`config.mk`:
```
export PLATFORM = sky130hd
export DESIGN_NAME = alu4
export DESIGN_NICKNAME = d
export VERILOG_FILES = /design/src/source/core_pkg.sv /design/src/source/alu4.sv
export SDC_FILE = /design/constraint.sdc
export NUM_CORES = 1
export LEC_CHECK = 0
export BUFFER_PORTS_ARGS = -buffer_cell sky130_fd_sc_hd__buf_2
export CORE_AREA = 8 8 45 47
export DETAILED_ROUTE_END_ITERATION = 16
export DIE_AREA = 0 0 53 55
export GPL_TIMING_DRIVEN = 0
export PLACE_DENSITY = 0.82
export REMOVE_ABC_BUFFERS = 1
export SYNTH_ARGS = -nofsm -noshare
export SYNTH_HDL_FRONTEND = slang
export SYNTH_SLANG_ARGS = --single-unit
```
`constraint.sdc`:
```
create_clock -name vclk -period 4.6
set_clock_uncertainty 0.2 [all_clocks]
set_input_delay 0.92 -clock vclk [all_inputs]
set_output_delay 0.92 -clock vclk [all_outputs]
set_load 0.02 [all_outputs]
```
`src/source/core_pkg.sv`:
```
`default_nettype none

package core_pkg;

  localparam int OPCODE_W   = 12;
  localparam int MEM_ADDR_W = 12;
  // 1 bank bit, 4 page bits, 8 step bits
  localparam int PC_W       = 13;
  // Bank 0, page 1, step 0
  localparam logic [PC_W-1:0] PC_RESET = 13'h0_1_00;

  // Phase of the instruction in flight
  typedef enum logic [1:0] {
    CYCLE_IDLE,
    CYCLE_REG_FETCH,
    CYCLE_REG_WRITE
  } micro_cycle;

  // Bus endpoints, used as source and destination selectors
  typedef enum logic [3:0] {
    REG_NONE,
    REG_A,
    REG_B,
    REG_XL,
    REG_XH,
    REG_XP,
    REG_MX,
    REG_IMM,
    REG_ALU,
    REG_ALU_WITH_FLAGS,
    REG_NPP,
    REG_SETPC
  } reg_sel;

  typedef enum logic {
    REG_INC_NONE,
    REG_XHL
  } reg_inc_sel;

  typedef enum logic [2:0] {
    ALU_ADD,
    ALU_ADC,
    ALU_SUB,
    ALU_AND,
    ALU_OR,
    ALU_XOR,
    ALU_PASS_B
  } alu_op;

  // Major opcode, instr[11:8]
  localparam logic [3:0] OPC_JP  = 4'h0;
  localparam logic [3:0] OPC_ALU = 4'hA;
  localparam logic [3:0] OPC_LDI = 4'hE;
  localparam logic [3:0] OPC_MEM = 4'hF;

  // Immediate load target in instr[7:4], nibble in instr[3:0]
  localparam logic [3:0] LDI_A  = 4'h0;
  localparam logic [3:0] LDI_B  = 4'h1;
  localparam logic [3:0] LDI_XL = 4'h2;
  localparam logic [3:0] LDI_XH = 4'h3;
  localparam logic [3:0] LDI_XP = 4'h4;
  localparam logic [3:0] LDI_NP = 4'h5;

  // ALU function in instr[7:4], destination in instr[3:2], source in instr[1:0]
  localparam logic [3:0] ALU_FN_ADD = 4'h8;
  localparam logic [3:0] ALU_FN_ADC = 4'h9;
  localparam logic [3:0] ALU_FN_SUB = 4'hA;
  localparam logic [3:0] ALU_FN_AND = 4'hC;
  localparam logic [3:0] ALU_FN_OR  = 4'hD;
  localparam logic [3:0] ALU_FN_XOR = 4'hE;

  // Register codes for ALU and memory operands
  localparam logic [1:0] RC_A = 2'b00;
  localparam logic [1:0] RC_B = 2'b01;

  // Memory op control bits, register code in instr[1:0]
  localparam int MEM_LOAD_BIT = 7;
  localparam int MEM_INC_BIT  = 6;

endpackage

`default_nettype wire

```
`src/source/alu4.sv`:
```
`default_nettype none

module alu4 import core_pkg::*; (
  input  alu_op      op,
  input  logic [3:0] a,
  input  logic [3:0] b,
  input  logic       carry_in,
  output logic [3:0] result,
  output logic       zero,
  output logic       carry
);

  // One extra bit holds carry out or borrow
  logic [4:0] sum;

  always_comb begin
    sum = 5'h00;
    case (op)
      ALU_ADD: begin
        sum = {1'b0, a} + {1'b0, b};
      end
      ALU_ADC: begin
        sum = {1'b0, a} + {1'b0, b} + {4'h0, carry_in};
      end
      ALU_SUB: begin
        // Bit 4 set means borrow
        sum = {1'b0, a} - {1'b0, b};
      end
      ALU_AND: begin
        sum = {1'b0, a & b};
      end
      ALU_OR: begin
        sum = {1'b0, a | b};
      end
      ALU_XOR: begin
        sum = {1'b0, a ^ b};
      end
      ALU_PASS_B: begin
        sum = {1'b0, b};
      end
      default: begin
        sum = 5'h00;
      end
    endcase
  end

  assign result = sum[3:0];
  // Logic ops leave bit 4 clear, so carry drops
  assign carry  = sum[4];
  assign zero   = (sum[3:0] == 4'h0);

endmodule

`default_nettype wire

```
==> metrics <==
outcome=complete, no violations; # diodes=0; final std cells w/o fill=~120; final max-slew violation count=0; maximum VDD drop=0.0461 mV; largest family of logic cells by synthesized area=adder cells; Crit path largest cell delay=roughly 0.54 ns; area of the core=1380 um^2; Routed WL=1640 um; Initial Util=0.531; post-synthesis mux area share=0.0443; register area share after synthesis=0; Clock Buffer Count=0; CP Capture Type=primary output; WS Path Type=in -> out; Static Leak=0.401 nW; Relative slew margins=0.687; Power Density=122 nW/um^2; number of gates resized after CTS=0; xor/xnor share of the synthesized area=0.0596; minimum clock period=4.30 ns; Routability Congestion=0.822; Synth top area share=0.239; Area Growth Syn to Fin=8.01%; dpl hpwl=1380 um; routed via count=about 690; IO Pins=18; initial antenna violation count=0; share of layout cells above drive strength 1=0.229; Antenna Nets Post-Route=0; Hold Fails Final Rpt=0; DP Area=793 um^2; Pre-antenna DRT Iters=4; max cap viols=0; Synth Area in Simple Gates=0.256; DP Worst Slack=0.330 ns; postcts setup bufs=0; largest net degree at the start of global routing=20; Max Fclk=about 0.23 GHz; Nets=135; Initial DRC Count=13; Die Ht=55 um; GR Overflow Total=0; row cnt=14; Vias/cell=5.72; Worst Path Buf+Inv=2; # hold bufs at CTS=0; Hold Crit Class=in -> out; Util after Layout=0.573; largest cells by area after synthesis=ha_1 (24%), fa_1 (5.5%), inv_1 (5.1%); worst slew pin tran=0.463 ns; mapped cell area=734 um^2; WL/cell=around 14 um; Final Cycle Share=0.935; # DRC=0; CP top delay family=adder cells; Mapped Cells=93; final number of setup-violating endpoints=0; Design Area, Final=slightly below 800 um^2; FFs & Latches=0; Yosys top cell by area=ha_1; Synth cell types=44; Tot GR Track Use=0.117; worst path required time=3.48 ns; RSZ-0062 raised after global routing=false; worst-path maximum fanout=4; Worst EP arrival=3.18 ns; cells along the critical path=buf_2 > ha_1 > fa_1 > ha_1 > a211oi_1 > a211oi_1 > o311ai_1 > nor3_1 > o211a_1 > buf_2; power consumption=roughly 97 uW; WHS=approximately 2.1 ns; Layout fillers=roughly 140; CP Launch Type=input port; slowest library cell on the worst path=fa_1; Synth Warn #=0; Storage cell area=0 um^2; Synth Area in Adders=0.293; die area=2920 um^2; vias in the first global route=approximately 700; syn avg cell area=7.90 um^2; placed cell count=roughly 120; first-pass GRT wire length=~2800 um; Final WS setup=0.299 ns; Die X=53 um; I/O Buffers=18; compound-gate portion of the synthesized area=0.221; setup TNS=0 ns
==> worst paths after layout <==
path                  startpoint     to  cells past startpoint
worst max-delay path        b[0]   zero                     10
worst min-delay path        a[3]  carry                      4
==> power by group <==
group | switching (mW) | internal [mW] | leakage, nW | total [mW]
Combinational | 0.0562 | 0.0403 | 0.401 | 0.0965
Clock | 0 | 0 | 0 | 0
Sequential | 0 | 0 | 0 | 0
Total | 0.0562 | 0.0403 | 0.401 | 0.0965
==> synthesized netlist by cell type (3+ instances only) <==
cell type	n
nor2_1	5
xor2_1	3
a21oi_1	6
nand2_1	4
buf_6	3
ha_1	14
nand3b_1	4
inv_1	10
==> area by class of cell <==
class | instances | area, um^2 | area share
multi-input cells | 76 | 642 | 0.809
repair buffers | 18 | 90.1 | 0.114
inverters | 11 | 41.3 | 0.0521
well taps | 16 | 20.0 | 0.0252
==> per-layer routing <==
layer  wire length (um)  track usage
met5                  0            0
met4                 22       0.0259
met3                 90       0.0134
met2                865        0.236
met1                663        0.126
==> cells in the final DEF, fill, tap and decap left out, drive strengths merged, types with 2 or more instances in the layout <==
cell type	synthesis	final
nand3b	4	4
xnor2	2	2
o21ai	4	4
a21oi	6	6
nor2	5	5
xor2	3	3
nand2	4	4
ha	14	14
fa	2	2
or2	3	3
nand2b	2	2
buf	6	18
nand3	2	2
nor4b	2	2
inv	11	11
nor3	2	2
a211oi	2	2
==> cells by family (layout without fill, tap and decap cells) <==
logic type                 Yosys count  in the layout
xor gates and xnor gates             5              5
AOI/OAI and AO/OA                   23             23
buffers and inverters               17             29
muxes                                2              2
and+or+nand+nor                     30             30
adders and majority gates           16             16
(Power assumes the default switching activity.)
