==> config.mk <==
export PLATFORM = sky130hd
export DESIGN_NAME = instr_decode_flat
export DESIGN_NICKNAME = d
export VERILOG_FILES = /design/src/source/core_pkg.sv /design/src/source/micro_op_if.sv /design/src/source/instr_decode.sv /design/src/flat_wrapper.sv
export SDC_FILE = /design/constraint.sdc
export NUM_CORES = 1
export LEC_CHECK = 0
export BUFFER_PORTS_ARGS = -buffer_cell sky130_fd_sc_hd__buf_2
export CORE_MARGIN = 4
export CORE_UTILIZATION = 45
export CTS_CLUSTER_SIZE = 30
export DETAILED_ROUTE_END_ITERATION = 8
export HOLD_SLACK_MARGIN = 0.12
export PLACE_DENSITY = 0.81
export REMOVE_ABC_BUFFERS = 1
export SYNTH_ARGS = -nofsm -noshare
export SYNTH_HDL_FRONTEND = slang
export SYNTH_SLANG_ARGS = --single-unit
==> constraint.sdc <==
create_clock -name clk -period 1.7 [get_ports clk]
set_clock_uncertainty 0.1 [all_clocks]
set_input_delay 0.34 -clock clk [delete_from_list [all_inputs] [get_ports clk]]
set_output_delay 0.34 -clock clk [all_outputs]
set_load 0.1 [all_outputs]
==> src/source/core_pkg.sv <==
`default_nettype none

package core_pkg;

  localparam int OPCODE_W   = 12;
  localparam int MEM_ADDR_W = 12;
  // 1 bank bit, 4 page bits, 8 step bits
  localparam int PC_W       = 13;
  // Bank 0, page 1, step 0
  localparam logic [PC_W-1:0] PC_RESET = 13'h0_1_00;

  // Phase of the instruction in flight
  typedef enum logic [1:0] {
    CYCLE_IDLE,
    CYCLE_REG_FETCH,
    CYCLE_REG_WRITE
  } micro_cycle;

  // Bus endpoints, used as source and destination selectors
  typedef enum logic [3:0] {
    REG_NONE,
    REG_A,
    REG_B,
    REG_XL,
    REG_XH,
    REG_XP,
    REG_MX,
    REG_IMM,
    REG_ALU,
    REG_ALU_WITH_FLAGS,
    REG_NPP,
    REG_SETPC
  } reg_sel;

  typedef enum logic {
    REG_INC_NONE,
    REG_XHL
  } reg_inc_sel;

  typedef enum logic [2:0] {
    ALU_ADD,
    ALU_ADC,
    ALU_SUB,
    ALU_AND,
    ALU_OR,
    ALU_XOR,
    ALU_PASS_B
  } alu_op;

  // Major opcode, instr[11:8]
  localparam logic [3:0] OPC_JP  = 4'h0;
  localparam logic [3:0] OPC_ALU = 4'hA;
  localparam logic [3:0] OPC_LDI = 4'hE;
  localparam logic [3:0] OPC_MEM = 4'hF;

  // Immediate load target in instr[7:4], nibble in instr[3:0]
  localparam logic [3:0] LDI_A  = 4'h0;
  localparam logic [3:0] LDI_B  = 4'h1;
  localparam logic [3:0] LDI_XL = 4'h2;
  localparam logic [3:0] LDI_XH = 4'h3;
  localparam logic [3:0] LDI_XP = 4'h4;
  localparam logic [3:0] LDI_NP = 4'h5;

  // ALU function in instr[7:4], destination in instr[3:2], source in instr[1:0]
  localparam logic [3:0] ALU_FN_ADD = 4'h8;
  localparam logic [3:0] ALU_FN_ADC = 4'h9;
  localparam logic [3:0] ALU_FN_SUB = 4'hA;
  localparam logic [3:0] ALU_FN_AND = 4'hC;
  localparam logic [3:0] ALU_FN_OR  = 4'hD;
  localparam logic [3:0] ALU_FN_XOR = 4'hE;

  // Register codes for ALU and memory operands
  localparam logic [1:0] RC_A = 2'b00;
  localparam logic [1:0] RC_B = 2'b01;

  // Memory op control bits, register code in instr[1:0]
  localparam int MEM_LOAD_BIT = 7;
  localparam int MEM_INC_BIT  = 6;

endpackage

`default_nettype wire

==> src/source/micro_op_if.sv <==
`default_nettype none

// One micro-operation, decoder to register file
interface micro_op_if import core_pkg::*; ();

  micro_cycle current_cycle;
  reg_sel     bus_input_selector;
  reg_sel     bus_output_selector;
  reg_inc_sel increment_selector;
  logic       increment_pc;
  alu_op      alu_sel;
  logic [7:0] immed;

  modport decode (
    output current_cycle,
    output bus_input_selector,
    output bus_output_selector,
    output increment_selector,
    output increment_pc,
    output alu_sel,
    output immed
  );

  modport exec (
    input current_cycle,
    input bus_input_selector,
    input bus_output_selector,
    input increment_selector,
    input increment_pc,
    input alu_sel,
    input immed
  );

endinterface

`default_nettype wire

==> src/source/instr_decode.sv <==
`default_nettype none

module instr_decode import core_pkg::*; (
  input  logic                clk,
  input  logic                reset,
  input  logic [OPCODE_W-1:0] instr,
  input  logic                instr_valid,
  output logic                ready,
  micro_op_if.decode          uop
);

  logic [OPCODE_W-1:0] instr_q;
  // Instruction latched, FETCH starts next edge
  logic                pending;

  reg_sel     src_d;
  reg_sel     dst_d;
  reg_inc_sel inc_d;
  logic       inc_pc_d;
  alu_op      alu_d;
  logic [7:0] imm_d;

  function automatic reg_sel ab_sel(input logic [1:0] code);
    return (code == RC_B) ? REG_B : REG_A;
  endfunction

  assign ready = (uop.current_cycle == CYCLE_IDLE) && !pending;

  always_ff @(posedge clk) begin
    if (ready && instr_valid) begin
      instr_q <= instr;
    end
  end

  // Field decode of the latched instruction
  always_comb begin
    src_d    = REG_NONE;
    dst_d    = REG_NONE;
    inc_d    = REG_INC_NONE;
    inc_pc_d = 1'b1;
    alu_d    = ALU_PASS_B;
    imm_d    = 8'h00;
    case (instr_q[11:8])
      OPC_LDI: begin
        src_d = REG_IMM;
        imm_d = {4'h0, instr_q[3:0]};
        case (instr_q[7:4])
          LDI_A:   dst_d = REG_A;
          LDI_B:   dst_d = REG_B;
          LDI_XL:  dst_d = REG_XL;
          LDI_XH:  dst_d = REG_XH;
          LDI_XP:  dst_d = REG_XP;
          LDI_NP:  dst_d = REG_NPP;
          default: src_d = REG_NONE;
        endcase
      end
      OPC_ALU: begin
        src_d = REG_ALU_WITH_FLAGS;
        dst_d = ab_sel(instr_q[3:2]);
        // immed[0] names the B-side operand register
        imm_d = {7'h00, instr_q[1:0] == RC_B};
        case (instr_q[7:4])
          ALU_FN_ADD: alu_d = ALU_ADD;
          ALU_FN_ADC: alu_d = ALU_ADC;
          ALU_FN_SUB: alu_d = ALU_SUB;
          ALU_FN_AND: alu_d = ALU_AND;
          ALU_FN_OR:  alu_d = ALU_OR;
          ALU_FN_XOR: alu_d = ALU_XOR;
          default: begin
            src_d = REG_NONE;
            dst_d = REG_NONE;
          end
        endcase
      end
      OPC_MEM: begin
        inc_d = instr_q[MEM_INC_BIT] ? REG_XHL : REG_INC_NONE;
        if (instr_q[MEM_LOAD_BIT]) begin
          src_d = REG_MX;
          dst_d = ab_sel(instr_q[1:0]);
        end else begin
          src_d = ab_sel(instr_q[1:0]);
          dst_d = REG_MX;
        end
      end
      OPC_JP: begin
        dst_d    = REG_SETPC;
        imm_d    = instr_q[7:0];
        inc_pc_d = 1'b0;
      end
      // Anything else runs as a NOP and only advances pc
      default: begin
      end
    endcase
  end

  always_ff @(posedge clk) begin
    if (reset) begin
      pending                 <= 1'b0;
      uop.current_cycle       <= CYCLE_IDLE;
      uop.bus_input_selector  <= REG_NONE;
      uop.bus_output_selector <= REG_NONE;
      uop.increment_selector  <= REG_INC_NONE;
      uop.increment_pc        <= 1'b0;
      uop.alu_sel             <= ALU_PASS_B;
      uop.immed               <= 8'h00;
    end else begin
      case (uop.current_cycle)
        CYCLE_IDLE: begin
          if (pending) begin
            pending                 <= 1'b0;
            uop.current_cycle       <= CYCLE_REG_FETCH;
            uop.bus_input_selector  <= src_d;
            uop.bus_output_selector <= dst_d;
            uop.increment_selector  <= inc_d;
            uop.increment_pc        <= inc_pc_d;
            uop.alu_sel             <= alu_d;
            uop.immed               <= imm_d;
          end else if (instr_valid) begin
            pending <= 1'b1;
          end
        end
        CYCLE_REG_FETCH: uop.current_cycle <= CYCLE_REG_WRITE;
        default:         uop.current_cycle <= CYCLE_IDLE;
      endcase
    end
  end

  // Every instruction passes through FETCH before WRITE
  assert property (@(posedge clk) disable iff (reset)
    uop.current_cycle == CYCLE_IDLE |=> uop.current_cycle != CYCLE_REG_WRITE);

endmodule

`default_nettype wire

==> src/flat_wrapper.sv <==
// flat-port wrapper written by rule: the top's interface ports become plain ports
module instr_decode_flat import core_pkg::*;
  (clk, reset, instr, instr_valid, ready, uop_current_cycle, uop_bus_input_selector, uop_bus_output_selector, uop_increment_selector, uop_increment_pc, uop_alu_sel, uop_immed);
  micro_op_if uop_i ();
  input  logic clk;
  input  logic reset;
  input  logic [OPCODE_W-1:0] instr;
  input  logic instr_valid;
  output logic ready;
  output wire logic [$bits(uop_i.current_cycle)-1:0] uop_current_cycle;
  output wire logic [$bits(uop_i.bus_input_selector)-1:0] uop_bus_input_selector;
  output wire logic [$bits(uop_i.bus_output_selector)-1:0] uop_bus_output_selector;
  output wire logic [$bits(uop_i.increment_selector)-1:0] uop_increment_selector;
  output wire logic [$bits(uop_i.increment_pc)-1:0] uop_increment_pc;
  output wire logic [$bits(uop_i.alu_sel)-1:0] uop_alu_sel;
  output wire logic [$bits(uop_i.immed)-1:0] uop_immed;
  assign uop_current_cycle = uop_i.current_cycle;
  assign uop_bus_input_selector = uop_i.bus_input_selector;
  assign uop_bus_output_selector = uop_i.bus_output_selector;
  assign uop_increment_selector = uop_i.increment_selector;
  assign uop_increment_pc = uop_i.increment_pc;
  assign uop_alu_sel = uop_i.alu_sel;
  assign uop_immed = uop_i.immed;
  instr_decode u_core (.clk(clk), .reset(reset), .instr(instr), .instr_valid(instr_valid), .ready(ready), .uop(uop_i));
endmodule
==> flow_summary.yaml <==
outcome:
  status: "finished with violations"
  violations: "setup timing"
layout:
  drive_above_1_share: 0.320
  nNetsFinal: 239
  n_antenna_cell: 0
  area_delta_synth_final_pct: 41.4
  design_area_um2: 2110
global_route:
  grt_pass1_wl_um: 5940
  overflow: 0
  track_usage: 0.180
  grt_pass1_vias: 1363
  antenna_found_initial: 0
  grt_max_degree: 23
sta:
  finalCritPeriodShare: 1.01
  drv_slew: 0
  worst_slack_ns: -0.0223
  rsz0062_at_grt: "true"
  finalSetupViolCount: 1
  fin_tns_setup_ns: -0.0223
  post-route-min-period_ns: 1.72
  hold_slack_ns: 0.158
  maxSlewHeadroom: 0.678
  timing.final.hold_violations: 0
  tightest_slew_ns: 0.487
  fmax_ghz: 0.581
hold_path:
  min_path_cells: 3
  hp-class: "input pin to flop"
synthesis:
  synth_sequential_area_ratio: 0.564
  async_flop_share: 0
  synth_top_area_share: 0.322
  synth_area_leader_cell: "dfxtp_1"
  synth_top_flop_cell: "dfxtp_1"
  syn_avg_cell_area_um2: 9.56
  ys_ff_latch: 36
  synth-edff-count: 12
  synthCells: 156
  ys_types: 31
  ys_warn_count: 0
  synthTopCellsByArea: "dfxtp_1 32%, edfxtp_1 24%, nor2_1 5.8%"
  synth_area_um2: 1490
detailed_routing:
  dr.pass1.iters: 4
  avgViaCountPerCell: 5.04
  wl_per_cell_um: 12.9
  post-route-drc-count: 0
  postRouteAntennaNets: 0
  finalWirelength_um: 3480
  drt_iter0_drc: 58
  vias: 1357
worst_setup_path:
  crit_cells: 4
  arrival_ns: 1.28
  cp_num_buf_inv: 3
  path_max_fanout: 4
  rr_worst_depth: 4
  cpMostUsedCell: "buf_6"
  critPathSlowestCell: "dfxtp_2"
  end_kind: "primary output"
  start_kind: "flop"
  cp_data_required_time_ns: 1.26
  critical_path.top_delay_family: "buffers and inverters"
  cpPeakStageDelay_ns: 0.34
  r2r_setup_slack_ns: 0.04
  timing.critical_path.cells: "buf_6 -> nor3_4 -> buf_6 -> buf_12"
  path_class: "flop to primary output"
floorplan:
  ios: 39
  rows: 20
  fp.dieH_um: 65.6
  start_util: 0.481
  die-area_um2: 4300
  die_w_um: 65.6
  coreArea_um2: 3100
cts:
  clkSlewWorstSetupHoldPaths_ns: 0.11
  cts_tree: "yes"
  clockBufferDepth: 2
  insertion_delay_ns: 0.34
  cts-root-buf: "clkbuf_4"
  cts_made_buffers: 5
  clock-sinks: 36
  htree_levels: 2
place:
  place_ws_ns: 0.0783
  portBuffers: 38
  hpwl_um: 2300
  placed_area_um2: 1860
  gp_congestion: 0.892
job:
  maxCapViolations: 0
pwr:
  finalPower_w: 0.00192
  irDropWorstVdd_v: 0.000567
  powerDensity_nw_per_um2: 910
  p_leak_nw: 0.881
==> synth_stat cells, drive strengths merged, types with 4 or more instances <==
master	instances
nor3	11
dfxtp	24
nand3	5
nand2	8
nand3b	4
nor2	23
clkbuf	9
a21oi	9
inv	4
nand2b	4
edfxtp	12
a22oi	9
o21ai	6
a211oi	5
==> cell usage in the layout (no fill, tap or decap), types with 2 or more instances in the layout <==
cell type,instances
edfxtp_1,12
nor3_2,2
a211o_1,2
o21ai_0,5
clkbuf_4,5
nor2_1,23
dlygate4sd3_1,12
nand3_1,5
inv_1,4
nor2b_1,3
nor3_1,8
dfxtp_1,23
buf_12,2
nand2_1,8
nand3b_1,4
and2_1,2
a211oi_1,5
buf_6,2
nand2b_1,4
a22oi_1,9
a21oi_1,9
clkbuf_8,2
buf_2,36
nor3b_1,3
buf_4,19
==> sequential cells by signal (all words and copies together), names as in the netlist <==
name and cells:
u_core.uop.increment_selector 1, u_core.instr_q 12, u_core.uop.increment_pc 1, u_core.uop.bus_input_selector 4, u_core.uop.alu_sel 3, u_core.uop.immed 8, u_core.uop.current_cycle 2, u_core.uop.bus_output_selector 4
u_core.pending 1
==> tightest hold or removal path: cells and delay by family <==
family	cells	cell delay (ns)
AND/OR/NAND/NOR	1	0.06
buffers and inverters	1	0.10
AO/OA/AOI/OAI	1	0.06
==> cell families (layout without fill, tap and decap cells) <==
kind of cell	Yosys count	after routing	share of synthesized area
muxes	1	1	0.00755
xor gates and xnor gates	2	2	0.0117
DFF	36	36	0.564
AOI/OAI and AO/OA	35	35	0.152
buffers and inverters	14	83	0.0361
and+or+nand+nor	68	68	0.229
==> where the power goes <==
group          total [W]  internal (W)  switching, W
Sequential      0.000961      0.000936     0.0000253
Combinational   0.000448      0.000152      0.000297
Clock           0.000509      0.000243      0.000266
==> final cells by class <==
cell class,instances,area [um^2]
clock buffers,8,68.8
fillers,242,995
inverters,4,15.0
multi-input cells,106,622
flip-flops and latches,36,842
well taps,44,55.1
repair buffers,71,505
==> path summary, 6_finish.rpt <==
| check | startpoint | end |
|---|---|---|
| setup / recovery | u_core.uop.current_cycle[0] | ready |
| hold / removal | instr_valid | u_core.pending |
| setup reg to reg | u_core.instr_q[11] | u_core.uop.immed[1] |
| hold reg to reg | u_core.uop.immed[0] | u_core.uop.immed[0] |
==> per-layer routing <==
metal | routed length [um] | vias to the layer above | part of all wire | global-route usage
li1 | - | 692 | - | -
met1 | 1530 | 621 | 0.44 | 0.217
met2 | 1740 | 34 | 0.50 | 0.301
met3 | 113 | 10 | 0.033 | 0.0308
met4 | 93 | 0 | 0.027 | 0.106
met5 | 0 | - | 0 | 0
==> what timing repair did <==
action,in CTS,in global routing
buffers inserted,1,2
hold buffers,12,0
hold endpoints to repair,12,0
resized for setup,6,3
endpoints found under the setup margin,1,16
pin swaps,1,0
==> stage by stage <==
stage / util / instances
floorplan: - / 146
global route: 0.679 / 269
global placement: 0.600 / 246
finish: 0.679 / 269
CTS: 0.670 / 267
detailed placement: 0.600 / 246
Note: power is estimated with default switching activity, not from simulation.
