--- config.mk ---
export PLATFORM = sky130hd
export DESIGN_NAME = reg_file_flat
export DESIGN_NICKNAME = d
export VERILOG_FILES = /design/src/source/core_pkg.sv /design/src/source/micro_op_if.sv /design/src/source/reg_file.sv /design/src/flat_wrapper.sv
export SDC_FILE = /design/constraint.sdc
export NUM_CORES = 1
export LEC_CHECK = 0
export BUFFER_PORTS_ARGS = -buffer_cell sky130_fd_sc_hd__buf_2
export CAP_MARGIN = 20
export CORE_ASPECT_RATIO = 0.5
export CORE_MARGIN = 2
export CORE_UTILIZATION = 50
export DETAILED_ROUTE_END_ITERATION = 10
export HOLD_SLACK_MARGIN = 0.15
export PLACE_DENSITY = 0.78
export RECOVER_POWER = 100
export SKIP_LAST_GASP = 1
export SYNTH_ARGS = -nofsm -noshare
export SYNTH_HDL_FRONTEND = slang
export SYNTH_SLANG_ARGS = --single-unit
--- constraint.sdc ---
create_clock -name clk -period 2.97 [get_ports clk]
set_input_delay 0.4455 -clock clk [delete_from_list [all_inputs] [get_ports clk]]
set_output_delay 0.4455 -clock clk [all_outputs]
set_load 0.05 [all_outputs]
--- src/source/core_pkg.sv ---
`default_nettype none

package core_pkg;

  localparam int OPCODE_W   = 12;
  localparam int MEM_ADDR_W = 12;
  // 1 bank bit, 4 page bits, 8 step bits
  localparam int PC_W       = 13;
  // Bank 0, page 1, step 0
  localparam logic [PC_W-1:0] PC_RESET = 13'h0_1_00;

  // Phase of the instruction in flight
  typedef enum logic [1:0] {
    CYCLE_IDLE,
    CYCLE_REG_FETCH,
    CYCLE_REG_WRITE
  } micro_cycle;

  // Bus endpoints, used as source and destination selectors
  typedef enum logic [3:0] {
    REG_NONE,
    REG_A,
    REG_B,
    REG_XL,
    REG_XH,
    REG_XP,
    REG_MX,
    REG_IMM,
    REG_ALU,
    REG_ALU_WITH_FLAGS,
    REG_NPP,
    REG_SETPC
  } reg_sel;

  typedef enum logic {
    REG_INC_NONE,
    REG_XHL
  } reg_inc_sel;

  typedef enum logic [2:0] {
    ALU_ADD,
    ALU_ADC,
    ALU_SUB,
    ALU_AND,
    ALU_OR,
    ALU_XOR,
    ALU_PASS_B
  } alu_op;

  // Major opcode, instr[11:8]
  localparam logic [3:0] OPC_JP  = 4'h0;
  localparam logic [3:0] OPC_ALU = 4'hA;
  localparam logic [3:0] OPC_LDI = 4'hE;
  localparam logic [3:0] OPC_MEM = 4'hF;

  // Immediate load target in instr[7:4], nibble in instr[3:0]
  localparam logic [3:0] LDI_A  = 4'h0;
  localparam logic [3:0] LDI_B  = 4'h1;
  localparam logic [3:0] LDI_XL = 4'h2;
  localparam logic [3:0] LDI_XH = 4'h3;
  localparam logic [3:0] LDI_XP = 4'h4;
  localparam logic [3:0] LDI_NP = 4'h5;

  // ALU function in instr[7:4], destination in instr[3:2], source in instr[1:0]
  localparam logic [3:0] ALU_FN_ADD = 4'h8;
  localparam logic [3:0] ALU_FN_ADC = 4'h9;
  localparam logic [3:0] ALU_FN_SUB = 4'hA;
  localparam logic [3:0] ALU_FN_AND = 4'hC;
  localparam logic [3:0] ALU_FN_OR  = 4'hD;
  localparam logic [3:0] ALU_FN_XOR = 4'hE;

  // Register codes for ALU and memory operands
  localparam logic [1:0] RC_A = 2'b00;
  localparam logic [1:0] RC_B = 2'b01;

  // Memory op control bits, register code in instr[1:0]
  localparam int MEM_LOAD_BIT = 7;
  localparam int MEM_INC_BIT  = 6;

endpackage

`default_nettype wire

--- src/source/micro_op_if.sv ---
`default_nettype none

// One micro-operation, decoder to register file
interface micro_op_if import core_pkg::*; ();

  micro_cycle current_cycle;
  reg_sel     bus_input_selector;
  reg_sel     bus_output_selector;
  reg_inc_sel increment_selector;
  logic       increment_pc;
  alu_op      alu_sel;
  logic [7:0] immed;

  modport decode (
    output current_cycle,
    output bus_input_selector,
    output bus_output_selector,
    output increment_selector,
    output increment_pc,
    output alu_sel,
    output immed
  );

  modport exec (
    input current_cycle,
    input bus_input_selector,
    input bus_output_selector,
    input increment_selector,
    input increment_pc,
    input alu_sel,
    input immed
  );

endinterface

`default_nettype wire

--- src/source/reg_file.sv ---
`default_nettype none

module reg_file import core_pkg::*; (
  input  logic                  clk,
  input  logic                  reset,
  micro_op_if.exec              uop,

  input  logic [3:0]            alu_result,
  input  logic                  alu_zero,
  input  logic                  alu_carry,
  output logic [3:0]            alu_a,
  output logic [3:0]            alu_b,
  output logic                  carry_in,

  output logic [MEM_ADDR_W-1:0] memory_addr,
  output logic [3:0]            memory_write_data,
  output logic                  memory_write_en,
  input  logic [3:0]            memory_read_data,

  output logic [3:0]            a,
  output logic [3:0]            b,
  output logic [MEM_ADDR_W-1:0] x,
  output logic [PC_W-1:0]       pc,
  output logic                  zero,
  output logic                  carry
);

  // New page, copied into the page bits on a jump
  logic [3:0] np;

  logic [3:0]            bus;
  logic [MEM_ADDR_W-1:0] store_addr;
  logic                  is_fetch;
  logic                  is_write;

  assign is_fetch = (uop.current_cycle == CYCLE_REG_FETCH);
  assign is_write = (uop.current_cycle == CYCLE_REG_WRITE);

  // Loads drive X straight to the RAM so data is back in WRITE
  assign memory_addr = (uop.bus_input_selector == REG_MX) ? x : store_addr;

  always_comb begin
    case (uop.bus_input_selector)
      REG_A:              bus = a;
      REG_B:              bus = b;
      REG_XL:             bus = x[3:0];
      REG_XH:             bus = x[7:4];
      REG_XP:             bus = x[11:8];
      REG_MX:             bus = memory_read_data;
      REG_IMM:            bus = uop.immed[3:0];
      REG_ALU:            bus = alu_result;
      REG_ALU_WITH_FLAGS: bus = alu_result;
      REG_NPP:            bus = np;
      default:            bus = 4'h0;
    endcase
  end

  // A-side is the destination, B-side named by immed[0]
  assign alu_a    = (uop.bus_output_selector == REG_B) ? b : a;
  assign alu_b    = uop.immed[0] ? b : a;
  assign carry_in = carry;

  // Store address and data are taken in FETCH
  always_ff @(posedge clk) begin
    if (is_fetch && uop.bus_output_selector == REG_MX) begin
      store_addr        <= x;
      memory_write_data <= bus;
    end
  end

  always_ff @(posedge clk) begin
    if (reset) begin
      a               <= 4'h0;
      b               <= 4'h0;
      x               <= '0;
      np              <= 4'h0;
      pc              <= PC_RESET;
      zero            <= 1'b0;
      carry           <= 1'b0;
      memory_write_en <= 1'b0;
    end else begin
      memory_write_en <= is_fetch && (uop.bus_output_selector == REG_MX);

      if (is_write) begin
        case (uop.bus_output_selector)
          REG_A:     a <= bus;
          REG_B:     b <= bus;
          REG_XL:    x[3:0] <= bus;
          REG_XH:    x[7:4] <= bus;
          REG_XP:    x[11:8] <= bus;
          REG_NPP:   np <= bus;
          // Jump stays in the current bank
          REG_SETPC: pc <= {pc[PC_W-1], np, uop.immed};
          default: begin
          end
        endcase

        if (uop.bus_input_selector == REG_ALU_WITH_FLAGS) begin
          zero  <= alu_zero;
          carry <= alu_carry;
        end

        // Post-increment, after the address was used
        if (uop.increment_selector == REG_XHL) begin
          x[7:0] <= x[7:0] + 8'd1;
        end

        // Step bits only, wraps inside the page
        if (uop.increment_pc) begin
          pc[7:0] <= pc[7:0] + 8'd1;
        end
      end
    end
  end

  // The RAM write lands at the end of WRITE, never in another phase
  assert property (@(posedge clk) disable iff (reset)
    memory_write_en |-> uop.current_cycle == CYCLE_REG_WRITE);

endmodule

`default_nettype wire

--- src/flat_wrapper.sv ---
// flat-port wrapper written by rule: the top's interface ports become plain ports
module reg_file_flat import core_pkg::*;
  (clk, reset, alu_result, alu_zero, alu_carry, alu_a, alu_b, carry_in, memory_addr, memory_write_data, memory_write_en, memory_read_data, a, b, x, pc, zero, carry, uop_current_cycle, uop_bus_input_selector, uop_bus_output_selector, uop_increment_selector, uop_increment_pc, uop_alu_sel, uop_immed);
  micro_op_if uop_i ();
  input  logic clk;
  input  logic reset;
  input  logic [3:0] alu_result;
  input  logic alu_zero;
  input  logic alu_carry;
  output logic [3:0] alu_a;
  output logic [3:0] alu_b;
  output logic carry_in;
  output logic [MEM_ADDR_W-1:0] memory_addr;
  output logic [3:0] memory_write_data;
  output logic memory_write_en;
  input  logic [3:0] memory_read_data;
  output logic [3:0] a;
  output logic [3:0] b;
  output logic [MEM_ADDR_W-1:0] x;
  output logic [PC_W-1:0] pc;
  output logic zero;
  output logic carry;
  input wire logic [$bits(uop_i.current_cycle)-1:0] uop_current_cycle;
  input wire logic [$bits(uop_i.bus_input_selector)-1:0] uop_bus_input_selector;
  input wire logic [$bits(uop_i.bus_output_selector)-1:0] uop_bus_output_selector;
  input wire logic [$bits(uop_i.increment_selector)-1:0] uop_increment_selector;
  input wire logic [$bits(uop_i.increment_pc)-1:0] uop_increment_pc;
  input wire logic [$bits(uop_i.alu_sel)-1:0] uop_alu_sel;
  input wire logic [$bits(uop_i.immed)-1:0] uop_immed;
  assign uop_i.current_cycle = uop_current_cycle;
  assign uop_i.bus_input_selector = uop_bus_input_selector;
  assign uop_i.bus_output_selector = uop_bus_output_selector;
  assign uop_i.increment_selector = uop_increment_selector;
  assign uop_i.increment_pc = uop_increment_pc;
  assign uop_i.alu_sel = uop_alu_sel;
  assign uop_i.immed = uop_immed;
  reg_file u_core (.clk(clk), .reset(reset), .uop(uop_i), .alu_result(alu_result), .alu_zero(alu_zero), .alu_carry(alu_carry), .alu_a(alu_a), .alu_b(alu_b), .carry_in(carry_in), .memory_addr(memory_addr), .memory_write_data(memory_write_data), .memory_write_en(memory_write_en), .memory_read_data(memory_read_data), .a(a), .b(b), .x(x), .pc(pc), .zero(zero), .carry(carry));
endmodule
==> key figures <==
Floorplan
  • Starting density of the core: approximately half
  • Top Ports: 96
  • Die height: 59.8 um
  • Core area: between 0.006 and 0.007 mm^2
  • Die Span X: around 120 um
  • # rows: 20
  • Total die area: between 0.006 and 0.007 mm^2

Placed design
  • Port Buffers: approximately 90
  • HPWL Detailed: roughly 5.7 mm
  • DP Cell Count: between 400 and 500
  • Placer Congestion: slightly above 0.9

Clock tree
  • # H-tree levels: 2
  • Total CTS buffers: 5
  • Post CTS Setup Buffer Count: 0
  • Worst skew pair latency: 0.30 ns
  • CTS sink count: between 50 and 60
  • CTS max path bufs: 2
  • Clock transition at path regs: ~0.060 ns
  • Root buffer cell: clkbuf_16
  • TritonCTS clock tree: done
  • Post_cts resized: 0
  • # hold bufs at CTS: 0

Setup path
  • Reg2Reg Setup Slack: slightly above 1 ns
  • Critical R2R Launch: u_core.x[4]
  • Crit path kind: in2out
  • Worst reg2reg path endpoint: u_core.x[4]
  • Crit path cell chain: clkbuf_1, nor3b_2, clkbuf_2, mux2_2, clkbuf_2
  • WP buf/inv: 3
  • Setup crit end kind: primary output
  • Setup crit start kind: input port
  • Worst-path fanout max: 26
  • Worst r2r path cells: 5
  • Max stage delay cell, worst path: clkbuf_1
  • Worst path depth: 5
  • Critical path required time: around 2.5 ns
  • CP most frequent cell: clkbuf_2
  • Critical path's top delay family: buffers and inverters
  • Critical Path AT: about 2.2 ns
  • Critical Path Max Stage Delay: 0.79 ns

Route
  • Antenna Violating Nets Remaining: 0
  • Vias/cell: between 5 and 6
  • Post-Route WL: between 8 and 9 mm
  • Detailed Route Iter0 Violations: 185
  • Avg WL per Cell: about 16 um
  • First-pass iteration count of the detailed router: 5
  • DRC Markers: 0
  • Max layer used: met4
  • Via Count: 2820
  • Post-Route M1 WL: 3.72 mm
  • Met2 wire length: about 3.8 mm
  • Routed met3 length: about 470 um

Final layout
  • Leading cell type in the layout, fill and taps excluded: clkbuf_1
  • Synthesis-to-layout area growth: 17.7%
  • Antenna Cells: 0
  • Register Area: around 0.0013 mm^2
  • # fillers: between 500 and 600
  • Multi-input gate area: approximately 0.0017 mm^2
  • Nets: 439
  • Non-Filler Instances: 491
  • Most frequent cells in the layout: clkbuf_1, dfxtp_1, nor2_1
  • Share of cells above drive strength 1: approximately a fifth

Yosys
  • Synth cell types: 57
  • FFs w/ async S/R, synth: 0%
  • Synth Instances: 322
  • Synthesis warning total: 0
  • Mapped cell area: 0.00311 mm^2
  • Seq/Total Area, Yosys: slightly above 40%
  • Syn nets: approximately 360
  • Avg Inst Size Synth: between 9 and 10 um^2
  • Synth Register Bits: 55
  • EDFF count, synth: 16
  • Main synth FF type: dfxtp_1

GRT
  • Initial antenna violation count: 0
  • Largest net degree at the start of global routing: 40
  • First-pass GRT wire length: around 12 mm
  • Gr ovfl total: 0
  • Via count of the first global-routing pass: about 2.5k
  • Global Route Usage Sum: between 20% and 30%

Timing
  • Min cycle time layout: roughly 2.7 ns
  • Setup TNS: 0 ns
  • RSZ-0062 raised after global routing: false
  • Max Fclk: roughly 0.37 GHz
  • Max-slew violations: 40
  • Period utilization: 89.8%
  • Worst Skew: approximately 0.0072 ns
  • Final hold vios: 0
  • Slew @ Worst Pin: ~1.7 ns
  • WHS: about 0.38 ns
  • Worst rel slew slack: -15.4%
  • Number of setup violations in the final report: 0

Flow run
  • MaxCap Viol Count: 1

Min path
  • Worst hold stages: 3
  • Worst hold path class: in2reg
  • Hold path start: alu_zero
  • Min-Delay Endpoint: u_core.zero

Status
  • Status: finished with violations
  • Failing checks: max-capacitance violations, max-slew violations

Power and ir drop
  • Worst VDD drop: around 0.23 mV
  • Pwr dens: around 430 mW/mm^2
  • Tot Pwr: 1.58 mW
  • Leak pwr: between 1 and 1.5 nW
[power by group]
group	internal, mW	total, mW	switching (mW)
Combinational	0.0628	0.204	0.141
Sequential	0.779	0.793	0.0140
Clock	0.312	0.586	0.274
[worst max path at each step]
| stage | from | endpoint | slack [ns] |
|---|---|---|---|
| 2_1_floorplan | uop_bus_input_selector[0] | memory_addr[0] | 0.61 |
| 3_3_place_gp | uop_bus_input_selector[2] | memory_addr[6] | 0.56 |
| 3_5_place_dp | uop_bus_input_selector[2] | memory_addr[9] | 0.53 |
| 4_1_cts | uop_bus_input_selector[2] | memory_addr[9] | 0.51 |
| 5_1_grt | uop_bus_input_selector[0] | memory_addr[3] | 0.22 |
| 6_report | uop_bus_input_selector[0] | memory_addr[2] | 0.30 |
[flip-flops by register name, indices dropped and copies added (netlist names)]
name / flops
u_core.x: 12
u_core.memory_write_en: 1
u_core.a: 4
u_core.pc: 12
u_core.memory_write_data: 4
u_core.np: 4
u_core.store_addr: 12
u_core.zero: 1
u_core.b: 4
u_core.carry: 1
[per-stage QoR]
step / worst slack [ns] / area, um^2 / util [%]
5_1_grt: 0.218 / 3660 / 60.7
4_1_cts: 0.509 / 3740 / 62.0
6_report: 0.303 / 3660 / 60.7
2_1_floorplan: 0.612 / 3110 / -
3_3_place_gp: 0.560 / 3590 / 59.6
3_5_place_dp: 0.526 / 3590 / 59.6
[cells in the mapped netlist, types with 3 or more instances]
| cell type | instances | area share (%) |
|---|---|---|
| dfxtp_1 | 39 | 25 |
| nor2_1 | 35 | 4.2 |
| mux2i_1 | 25 | 8.1 |
| mux2_2 | 22 | 8.0 |
| nand2_1 | 19 | 2.3 |
| a21oi_1 | 17 | 2.7 |
| edfxtp_1 | 16 | 15 |
| nand3b_1 | 11 | 2.7 |
| o21ai_0 | 11 | 1.8 |
| clkbuf_1 | 10 | 1.2 |
| nor3_1 | 9 | 1.4 |
| a211oi_1 | 7 | 1.7 |
| nand3_1 | 7 | 1.1 |
| nor2b_1 | 7 | 1.4 |
| buf_2 | 6 | 0.97 |
| nand2b_1 | 6 | 1.2 |
| a31oi_1 | 5 | 1.0 |
| inv_1 | 5 | 0.60 |
| nor4_1 | 5 | 1.0 |
| buf_4 | 4 | 0.97 |
| a22oi_1 | 3 | 0.72 |
| and3_1 | 3 | 0.60 |
| nand4b_1 | 3 | 0.85 |
[cells by family after synthesis]
kind of cell	count (synthesis)	synth area share, %
AO/OA/AOI/OAI	65	14.3
adder cells (fa/ha/maj)	2	0.805
buffers and inverters	27	4.47
flip-flops	55	40.6
multiplexers	47	16.0
other	1	0.121
AND/OR/NAND/NOR	125	23.7
[worst min-delay path, stage by stage]
cell and delay [ns]:
buf_2 0.07, mux2i_1 0.05, nor2_1 0.07
[cell type report]
cell class / instances / share of cell area [%]
inverter: 5 / 0.513
multi-input combinational: 240 / 46.7
clock inverter: 3 / 0.547
timing repair buffer: 95 / 11.4
sequential: 55 / 34.5
tap: 88 / 3.01
clock buffer: 5 / 3.42
[routing by layer]
metal,track usage (%),up-vias
li1,-,1371
met1,31.4,1345
met2,37.9,91
met3,6.19,13
met4,6.71,0
met5,0,-
(Power assumes the default switching activity.)
